===== config.mk =====
export PLATFORM = sky130hd
export DESIGN_NAME = lagWindowTop
export DESIGN_NICKNAME = d
export VERILOG_FILES = /design/src/design/fixPkg.sv /design/src/design/streamPkg.sv /design/src/design/mpyIf.sv /design/src/design/autocorrBuffer.sv /design/src/design/dpfMultiplier.sv /design/src/design/lagWindowCtrl.sv /design/src/design/lagWindowTop.sv
export SDC_FILE = /design/constraint.sdc
export NUM_CORES = 2
export LEC_CHECK = 0
export BUFFER_PORTS_ARGS = -buffer_cell sky130_fd_sc_hd__buf_2
export CORE_UTILIZATION = 58
export CTS_BUF_LIST = sky130_fd_sc_hd__clkbuf_8
export DETAILED_ROUTE_END_ITERATION = 8
export MAX_ROUTING_LAYER = met4
export PLACE_DENSITY = 0.82
export SKIP_LAST_GASP = 1
export SYNTH_ARGS = -nofsm -noshare
export SYNTH_HDL_FRONTEND = slang
export SYNTH_SLANG_ARGS = --single-unit

===== constraint.sdc =====
create_clock -name clk -period 12.77 [get_ports clk]
set_input_delay 0.6385 -clock clk [delete_from_list [all_inputs] [get_ports clk]]
set_output_delay 0.6385 -clock clk [all_outputs]
set_load 0.01 [all_outputs]

===== src/design/fixPkg.sv =====
`default_nettype none

package fixPkg;

	//////////////////////////////////////////////////
	// Fixed-point word types
	//////////////////////////////////////////////////

	// Q15 half-word, used for hi/lo splits and the lag table
	typedef logic signed [15:0] word16;

	// Q31 word, carries r(k) and r'(k)
	typedef logic signed [31:0] word32;

	// Saturation limits of the 32-bit accumulator
	localparam word32 maxWord32 = 32'sh7FFF_FFFF;
	localparam word32 minWord32 = 32'sh8000_0000;

	//////////////////////////////////////////////////
	// Lag window for k = 1..10
	//////////////////////////////////////////////////

	// Bandwidth expansion, stored as DPF hi/lo halves
	// Entry 0 belongs to k = 1
	localparam word16 lagHiTable [10] = '{
		16'sd32728, 16'sd32619, 16'sd32438, 16'sd32187, 16'sd31867,
		16'sd31480, 16'sd31029, 16'sd30517, 16'sd29946, 16'sd29321
	};

	// Low halves are already in the shifted-by-one DPF form
	localparam word16 lagLoTable [10] = '{
		16'sd11904, 16'sd17280, 16'sd30720, 16'sd25856, 16'sd24192,
		16'sd28992, 16'sd24384, 16'sd7360,  16'sd19520, 16'sd14784
	};

endpackage

`default_nettype wire


===== src/design/streamPkg.sv =====
`default_nettype none

package streamPkg;

	//////////////////////////////////////////////////
	// Frame layout
	//////////////////////////////////////////////////

	// r(0) to r(10)
	localparam int frameLen = 11;

	// Coefficient index k
	typedef logic [3:0] coefIdx;

	//////////////////////////////////////////////////
	// Input buffer and credits
	//////////////////////////////////////////////////

	// Buffer depth, also the credits the source holds after reset
	localparam int bufDepth = 16;
	typedef logic [3:0] bufPtr;

	// Output credits granted by the sink and not yet spent
	typedef logic [4:0] creditCnt;

	// Issue to result, in cycles
	localparam int mulLatency = 2;

	// Control FSM
	typedef enum logic [1:0] {idle, issue, stall} ctrlState;

endpackage

`default_nettype wire


===== src/design/mpyIf.sv =====
`timescale 1ns/1ps
`default_nettype none

interface mpyIf
	import fixPkg::*, streamPkg::*;
	();

	// Issue side, driven by the controller
	logic issueValid;
	coefIdx issueK;
	word32 issueR;

	// Result side, driven by the multiplier
	logic resValid;
	word32 resData;

	// Controller view; resValid retires in-flight products
	modport issue (
		output issueValid, issueK, issueR,
		input resValid
	);

	// Multiplier view of its own results
	modport result (
		output resValid, resData
	);

	// Multiplier view of the issue side
	modport issueIn (
		input issueValid, issueK, issueR
	);

endinterface

`default_nettype wire


===== src/design/autocorrBuffer.sv =====
`timescale 1ns/1ps
`default_nettype none

module autocorrBuffer
	import fixPkg::*, streamPkg::*;
(
	input wire logic clk,
	input wire logic rstN,
	input wire logic inValid,
	input wire word32 inData,
	output logic bufEmpty,
	input wire logic pop,
	output word32 popData,
	output logic inCredit
);

	// Storage, payload only
	word32 mem [bufDepth];

	bufPtr wrPtr;
	bufPtr rdPtr;

	// Words held, 0 to bufDepth
	logic [$clog2(bufDepth + 1) - 1:0] fill;

	//////////////////////////////////////////////////
	// Write side
	//////////////////////////////////////////////////

	// Credits bound the fill, so every valid word fits
	always_ff @(posedge clk)
	begin
		if (inValid)
			mem[wrPtr] <= inData;
	end

	// Pointers wrap at 16 by their width
	always_ff @(posedge clk or negedge rstN)
	begin
		if (!rstN)
		begin
			wrPtr <= '0;
			rdPtr <= '0;
		end
		else
		begin
			if (inValid)
				wrPtr <= wrPtr + bufPtr'(1);
			if (pop)
				rdPtr <= rdPtr + bufPtr'(1);
		end
	end

	// Fill count, both ends in one cycle cancel
	always_ff @(posedge clk or negedge rstN)
	begin
		if (!rstN)
			fill <= '0;
		else if (inValid && !pop)
			fill <= fill + 1'b1;
		else if (pop && !inValid)
			fill <= fill - 1'b1;
	end

	//////////////////////////////////////////////////
	// Read side
	//////////////////////////////////////////////////

	// Head word shown combinationally
	assign popData = mem[rdPtr];
	assign bufEmpty = (fill == '0);

	// One credit back to the source per pop, a cycle later
	always_ff @(posedge clk or negedge rstN)
	begin
		if (!rstN)
			inCredit <= 1'b0;
		else
			inCredit <= pop;
	end

endmodule

`default_nettype wire


===== src/design/dpfMultiplier.sv =====
`timescale 1ns/1ps
`default_nettype none

module dpfMultiplier
	import fixPkg::*, streamPkg::*;
(
	input wire logic clk,
	input wire logic rstN,
	mpyIf.result res,
	mpyIf.issueIn iss,
	output logic outValid,
	output word32 outData
);

	// Signed add clamped to the 32-bit range
	function automatic word32 satAdd(input word32 a, input word32 b);
		logic signed [32:0] sum;
		sum = {a[31], a} + {b[31], b};
		if (sum[32] != sum[31])
			satAdd = sum[32] ? minWord32 : maxWord32;
		else
			satAdd = sum[31:0];
	endfunction

	// Operand split and table lookup
	word16 rHi;
	word16 rLo;
	word16 lagHi;
	word16 lagLo;
	logic [3:0] lagIdx;

	// Full 32-bit products
	word32 hiProd;
	word32 crossHiLo;
	word32 crossLoHi;

	// Stage 1 registers
	logic s1Valid;
	logic s1Bypass;
	word32 s1R;
	word32 s1Prod;
	word16 s1M1;
	word16 s1M2;

	// Stage 2 sum
	word32 sum1;
	word32 sum2;

	//////////////////////////////////////////////////
	// Stage 1
	//////////////////////////////////////////////////

	// DPF split, lo keeps 15 bits
	assign rHi = iss.issueR[31:16];
	assign rLo = word16'({1'b0, iss.issueR[15:1]});

	// Table starts at k = 1
	assign lagIdx = (iss.issueK == '0) ? 4'd0 : iss.issueK - 1'b1;
	assign lagHi = lagHiTable[lagIdx];
	assign lagLo = lagLoTable[lagIdx];

	assign hiProd = rHi * lagHi;
	assign crossHiLo = rHi * lagLo;
	assign crossLoHi = rLo * lagHi;

	// Control bits reset, payload does not
	always_ff @(posedge clk or negedge rstN)
	begin
		if (!rstN)
			s1Valid <= 1'b0;
		else
			s1Valid <= iss.issueValid;
	end

	always_ff @(posedge clk)
	begin
		s1Bypass <= (iss.issueK == '0);
		s1R <= iss.issueR;
		// Doubling -1 by -1 overflows
		if (hiProd == 32'sh4000_0000)
			s1Prod <= maxWord32;
		else
			s1Prod <= hiProd <<< 1;
		// mult() is the product shifted right 15
		s1M1 <= crossHiLo[30:15];
		s1M2 <= crossLoHi[30:15];
	end

	//////////////////////////////////////////////////
	// Stage 2
	//////////////////////////////////////////////////

	// Two L_mac steps, each adds twice the cross term
	assign sum1 = satAdd(s1Prod, word32'(s1M1) <<< 1);
	assign sum2 = satAdd(sum1, word32'(s1M2) <<< 1);

	always_ff @(posedge clk or negedge rstN)
	begin
		if (!rstN)
			res.resValid <= 1'b0;
		else
			res.resValid <= s1Valid;
	end

	// r'(0) is r(0) unchanged
	always_ff @(posedge clk)
	begin
		res.resData <= s1Bypass ? s1R : sum2;
	end

	// Same registered result to the sink
	assign outValid = res.resValid;
	assign outData = res.resData;

endmodule

`default_nettype wire


===== src/design/lagWindowCtrl.sv =====
`timescale 1ns/1ps
`default_nettype none

module lagWindowCtrl
	import fixPkg::*, streamPkg::*;
(
	input wire logic clk,
	input wire logic rstN,
	input wire logic bufEmpty,
	output logic pop,
	input wire word32 popData,
	input wire logic outCredit,
	mpyIf.issue iss
);

	ctrlState state;
	ctrlState nextState;

	// Sink credits not yet taken by an issued product
	creditCnt credits;

	// Position of the next word in its frame
	coefIdx k;

	// Products between issue and result
	logic [$clog2(mulLatency + 1) - 1:0] inFlight;

	// Work and credit both present
	logic canIssue;

	//////////////////////////////////////////////////
	// Issue
	//////////////////////////////////////////////////

	assign canIssue = !bufEmpty && (credits != '0);

	// Pop and issue in the same cycle
	assign pop = canIssue && (state == issue);

	assign iss.issueValid = pop;
	assign iss.issueK = k;
	assign iss.issueR = popData;

	//////////////////////////////////////////////////
	// FSM
	//////////////////////////////////////////////////

	always_comb
	begin
		nextState = state;
		case (state)
			idle:
			begin
				// Data waiting without credit parks in stall
				if (canIssue)
					nextState = issue;
				else if (!bufEmpty)
					nextState = stall;
			end
			issue:
			begin
				if (!canIssue)
					nextState = stall;
			end
			stall:
			begin
				// Back to idle once drained and nothing in flight
				if (canIssue)
					nextState = issue;
				else if (bufEmpty && inFlight == '0)
					nextState = idle;
			end
			default:
				nextState = idle;
		endcase
	end

	always_ff @(posedge clk or negedge rstN)
	begin
		if (!rstN)
			state <= idle;
		else
			state <= nextState;
	end

	//////////////////////////////////////////////////
	// Counters
	//////////////////////////////////////////////////

	// Grant and spend in one cycle cancel
	always_ff @(posedge clk or negedge rstN)
	begin
		if (!rstN)
			credits <= '0;
		else if (outCredit && !pop)
			credits <= credits + 1'b1;
		else if (pop && !outCredit)
			credits <= credits - 1'b1;
	end

	// k wraps at the frame end
	always_ff @(posedge clk or negedge rstN)
	begin
		if (!rstN)
			k <= '0;
		else if (pop)
		begin
			if (k == coefIdx'(frameLen - 1))
				k <= '0;
			else
				k <= k + 1'b1;
		end
	end

	// Retired by resValid
	always_ff @(posedge clk or negedge rstN)
	begin
		if (!rstN)
			inFlight <= '0;
		else if (pop && !iss.resValid)
			inFlight <= inFlight + 1'b1;
		else if (iss.resValid && !pop)
			inFlight <= inFlight - 1'b1;
	end

endmodule

`default_nettype wire


===== src/design/lagWindowTop.sv =====
`timescale 1ns/1ps
`default_nettype none

module lagWindowTop
	import fixPkg::*;
(
	input wire logic clk,
	input wire logic rstN,
	input wire logic inValid,
	input wire word32 inData,
	output logic inCredit,
	output logic outValid,
	output word32 outData,
	input wire logic outCredit
);

	// Buffer to control
	logic bufEmpty;
	logic pop;
	word32 popData;

	// Control to multiplier
	mpyIf mpyBus ();

	//////////////////////////////////////////////////
	// Input ring buffer
	//////////////////////////////////////////////////

	autocorrBuffer buffer (
		.clk(clk),
		.rstN(rstN),
		.inValid(inValid),
		.inData(inData),
		.bufEmpty(bufEmpty),
		.pop(pop),
		.popData(popData),
		.inCredit(inCredit)
	);

	// Credits and k sequencing
	lagWindowCtrl ctrl (
		.clk(clk),
		.rstN(rstN),
		.bufEmpty(bufEmpty),
		.pop(pop),
		.popData(popData),
		.outCredit(outCredit),
		.iss(mpyBus.issue)
	);

	// Mpy_32 pipeline
	dpfMultiplier multiplier (
		.clk(clk),
		.rstN(rstN),
		.res(mpyBus.result),
		.iss(mpyBus.issueIn),
		.outValid(outValid),
		.outData(outData)
	);

endmodule

`default_nettype wire


==> Flow_metrics.wiki <==
{| class="wikitable"
! Metric !! Value
|-
| Outcome || complete, no violations
|-
| Worst-path maximum fanout || 30
|-
| All-layer global routing usage || 28.4%
|-
| Cell depth of the worst flop-to-flop path || 29
|-
| Netlist Area Pre-Place || 0.0493 mm^2
|-
| Die Y-Extent || between 200 and 300 um
|-
| Number of port buffers || between 60 and 70
|-
| Starting density of the core || between 50% and 60%
|-
| Minimum clock period || between 10,000 and 15,000 ps
|-
| Worst slew margin relative to its limit || 18.8%
|-
| DRT iter0 DRCs || approximately 2,500
|-
| Worst r2r src || ctrl.iss.issueK[2]
|-
| Number of clock buffers inserted by TritonCTS || approximately 100
|-
| Number of top-level design ports || 70
|-
| Highest clock frequency the design can meet || 0.0911 GHz
|-
| Die outline width || just under 300 um
|-
| Slowest library cell on the worst path || nand4b_1
|-
| Classification of the worst-slack hold path || input port to flip-flop
|-
| Num Clock Sinks || between 600 and 700
|-
| Final HPWL from detailed placement || 82.9 mm
|-
| Count of vias placed by the detailed router || ~32,000
|-
| Proportion of register bits with asynchronous set or reset after synthesis || under 10%
|-
| Synthesis-to-finish area growth || 7.41%
|-
| Post-route clock period utilization || between 80% and 90%
|-
| Synthesized instance count || about 4,200
|-
| Wirelength, routed || 116 mm
|-
| Setup repair after global routing missed its margin || no
|-
| Total overflow reported by the global router || 0
|-
| Most frequent standard cell in the layout excluding fill and tap cells || inv_1
|-
| Register clock-pin slew on the reported worst setup and hold paths || approximately 70 ps
|-
| Setup Crit Path Kind || flip-flop to flip-flop
|-
| Net Count, Synth || between 5,000 and 6,000
|-
| Worst-Margin Slew || approximately 1200 ps
|-
| Global-route wire length before repair || between 150 and 200 mm
|-
| Register-to-register setup slack || between 1500 and 2000 ps
|-
| Crit Reg-Reg Endpoint || multiplier.s1Prod[5]
|-
| Number of iterations in the first detailed-routing pass || 7
|-
| Crit path buffers/inverters || 5
|-
| Kind of capture point of the worst setup path || flip-flop
|-
| Final Wtd Congestion || roughly 0.95
|-
| Count of standard-cell rows || ~110
|-
| Arrival @ worst endpoint || approximately 12,000 ps
|-
| Slowest Stage Delay on Critical Path || between 900 and 1000 ps
|-
| Antenna viol nets, final || 0
|-
| Dominant register cell in the synthesized netlist || edfxtp_1
|-
| Number of failing hold endpoints at the final stage || 0
|-
| DR vias/cell || around 5.8
|-
| Depth of the CTS H-tree || 3
|-
| Area enclosed by the die boundary || approximately 0.086 mm^2
|-
| Highest-count cells in the layout ignoring fill and taps || inv_1 (727), fa_1 (532), edfxtp_1 (512)
|-
| Clock tree from TritonCTS || done
|-
| CP startpoint kind || flip-flop
|-
| Wire length per cell || 21.1 um
|-
| Number of global-route vias before repair || 33,209
|-
| NumNets Final || between 5,000 and 6,000
|-
| Maximum buffer depth of the clock tree || 3
|-
| Count of cell instances traversed by the critical path || 29
|-
| DRC violation count after routing || 0
|-
| Count of yosys warnings during synthesis || 0
|-
| Critical Path Most Common Cell || fa_1
|-
| Largest net degree at the start of global routing || just over 80
|-
| Register area share after synthesis || roughly 38%
|-
| Top delay family on crit path || simple AND/OR/NAND/NOR gates
|-
| Initial antenna violation count || 6
|-
| Final worst clock skew || between 50 and 60 ps
|-
| Fraction of layout instances using a drive strength above 1 || a little over a tenth
|-
| Max-slew violation total from the final report || 0
|-
| CP startpoint || ctrl.iss.issueK[2]
|-
| Post-synthesis cell type count || 84
|-
| # Max-Cap Violations || 0
|-
| Later-pin clock latency in the skew report || around 760 ps
|-
| Number of synthesized flops with an enable pin || about 510
|-
| Syn_area_per_cell || about 12 um^2
|-
| Count of endpoints failing setup in the final report || 0
|-
| Setup TNS || 0 ps
|-
| End of the critical path || multiplier.s1Prod[5]
|-
| Library cell used as clock root buffer || clkbuf_8
|-
| Required time reported for the critical path endpoint || roughly 13,000 ps
|-
| Flops & latches, synth || around 670
|-
| Area of the core region || 0.0840 mm^2
|}
==> sequential cells by signal (all words and copies together) (netlist names), 4 cells and up <==
register	count
buffer.mem	512
multiplier.s1M1	16
ctrl.iss.issueK	4
ctrl.credits	5
buffer.rdPtr	4
multiplier.s1Prod	32
buffer.fill	5
multiplier.outData	32
buffer.wrPtr	4
multiplier.s1M2	16
multiplier.s1R	32
==> cell type report <==
class	instances	area (um^2)
inverter	703	2640
clock inverter	79	594
tap	1134	1420
timing repair buffer	125	781
fill	6159	31000
clock buffer	104	1430
multi-input combinational	2662	27500
sequential	669	18700
antenna	4	10.0
==> layer usage <==
| layer | routed length, um | track usage, % | up-vias |
|---|---|---|---|
| met1 | 45000 | 36.0 | 15693 |
| met2 | 55400 | 45.1 | 1467 |
| met3 | 9990 | 5.08 | 329 |
| met5 | 0 | - | - |
| met4 | 5220 | 12.6 | 0 |
| li1 | - | - | 14114 |
==> kinds of logic (layout without fill, tap and decap cells) <==
kind of cell	after synthesis	in the layout	share of synthesized area, %
AOI/OAI and AO/OA	470	470	5.99
xor gates and xnor gates	145	145	2.59
other	0	4	0
adders and majority gates	901	901	30.9
buffers and inverters	860	1011	6.69
and+or+nand+nor	957	957	8.46
muxes	189	189	7.55
DFF	669	669	37.8
==> repair_timing <==
item | 4_1_cts | 5_1_grt
setup buffers | 0 | 0
endpoints found under the hold margin | 28 | 0
hold buffers | 1 | 0
resized for setup | 0 | 0
==> through the flow <==
| step | setup slack, ps | hold slack, ps | area (um^2) | utilization [%] | std cells |
|---|---|---|---|---|---|
| floorplan | 3900 | 343 | 49300 | - | 4191 |
| global placement | 2210 | 353 | 51000 | 60.7 | 5292 |
| detailed placement | 1910 | 360 | 51000 | 60.7 | 5292 |
| CTS | 1900 | 183 | 53000 | 63.1 | 5476 |
| global route | 1000 | 221 | 53000 | 63.1 | 5480 |
| finish | 1800 | 245 | 53000 | 63.1 | 5480 |
==> cells in the mapped netlist (all sizes together), types with 31 or more instances <==
master    n  area [um^2]
mux4    141         3210
xnor2   102          901
nand2   401         1510
ha      362         4530
xor2     43          377
dfxtp   129         2580
and2     34          213
edfxtp  512        15400
fa      532        10700
o21ai   142          733
inv     698         2630
nor2    317         1190
buf      31          184
a21oi   127          651
a21o     75          563
clkbuf  126          473
==> worst min path at each step <==
| stage | from | endpoint | slack [ps] | depth (start not counted) |
|---|---|---|---|---|
| floorplan | rstN | buffer.fill[0] | 340 | 0 |
| global placement | multiplier.s1Valid | multiplier.outValid | 350 | 0 |
| detailed placement | multiplier.s1Valid | multiplier.outValid | 360 | 0 |
| CTS | inData[30] | buffer.mem[0][30] | 180 | 1 |
| global route | inData[20] | buffer.mem[5][20] | 220 | 1 |
| finish | inData[30] | buffer.mem[0][30] | 250 | 1 |
Power is left out: the tool's default activity adds up to more than one toggle a clock period on the data nets, which glitch-free logic cannot reach.
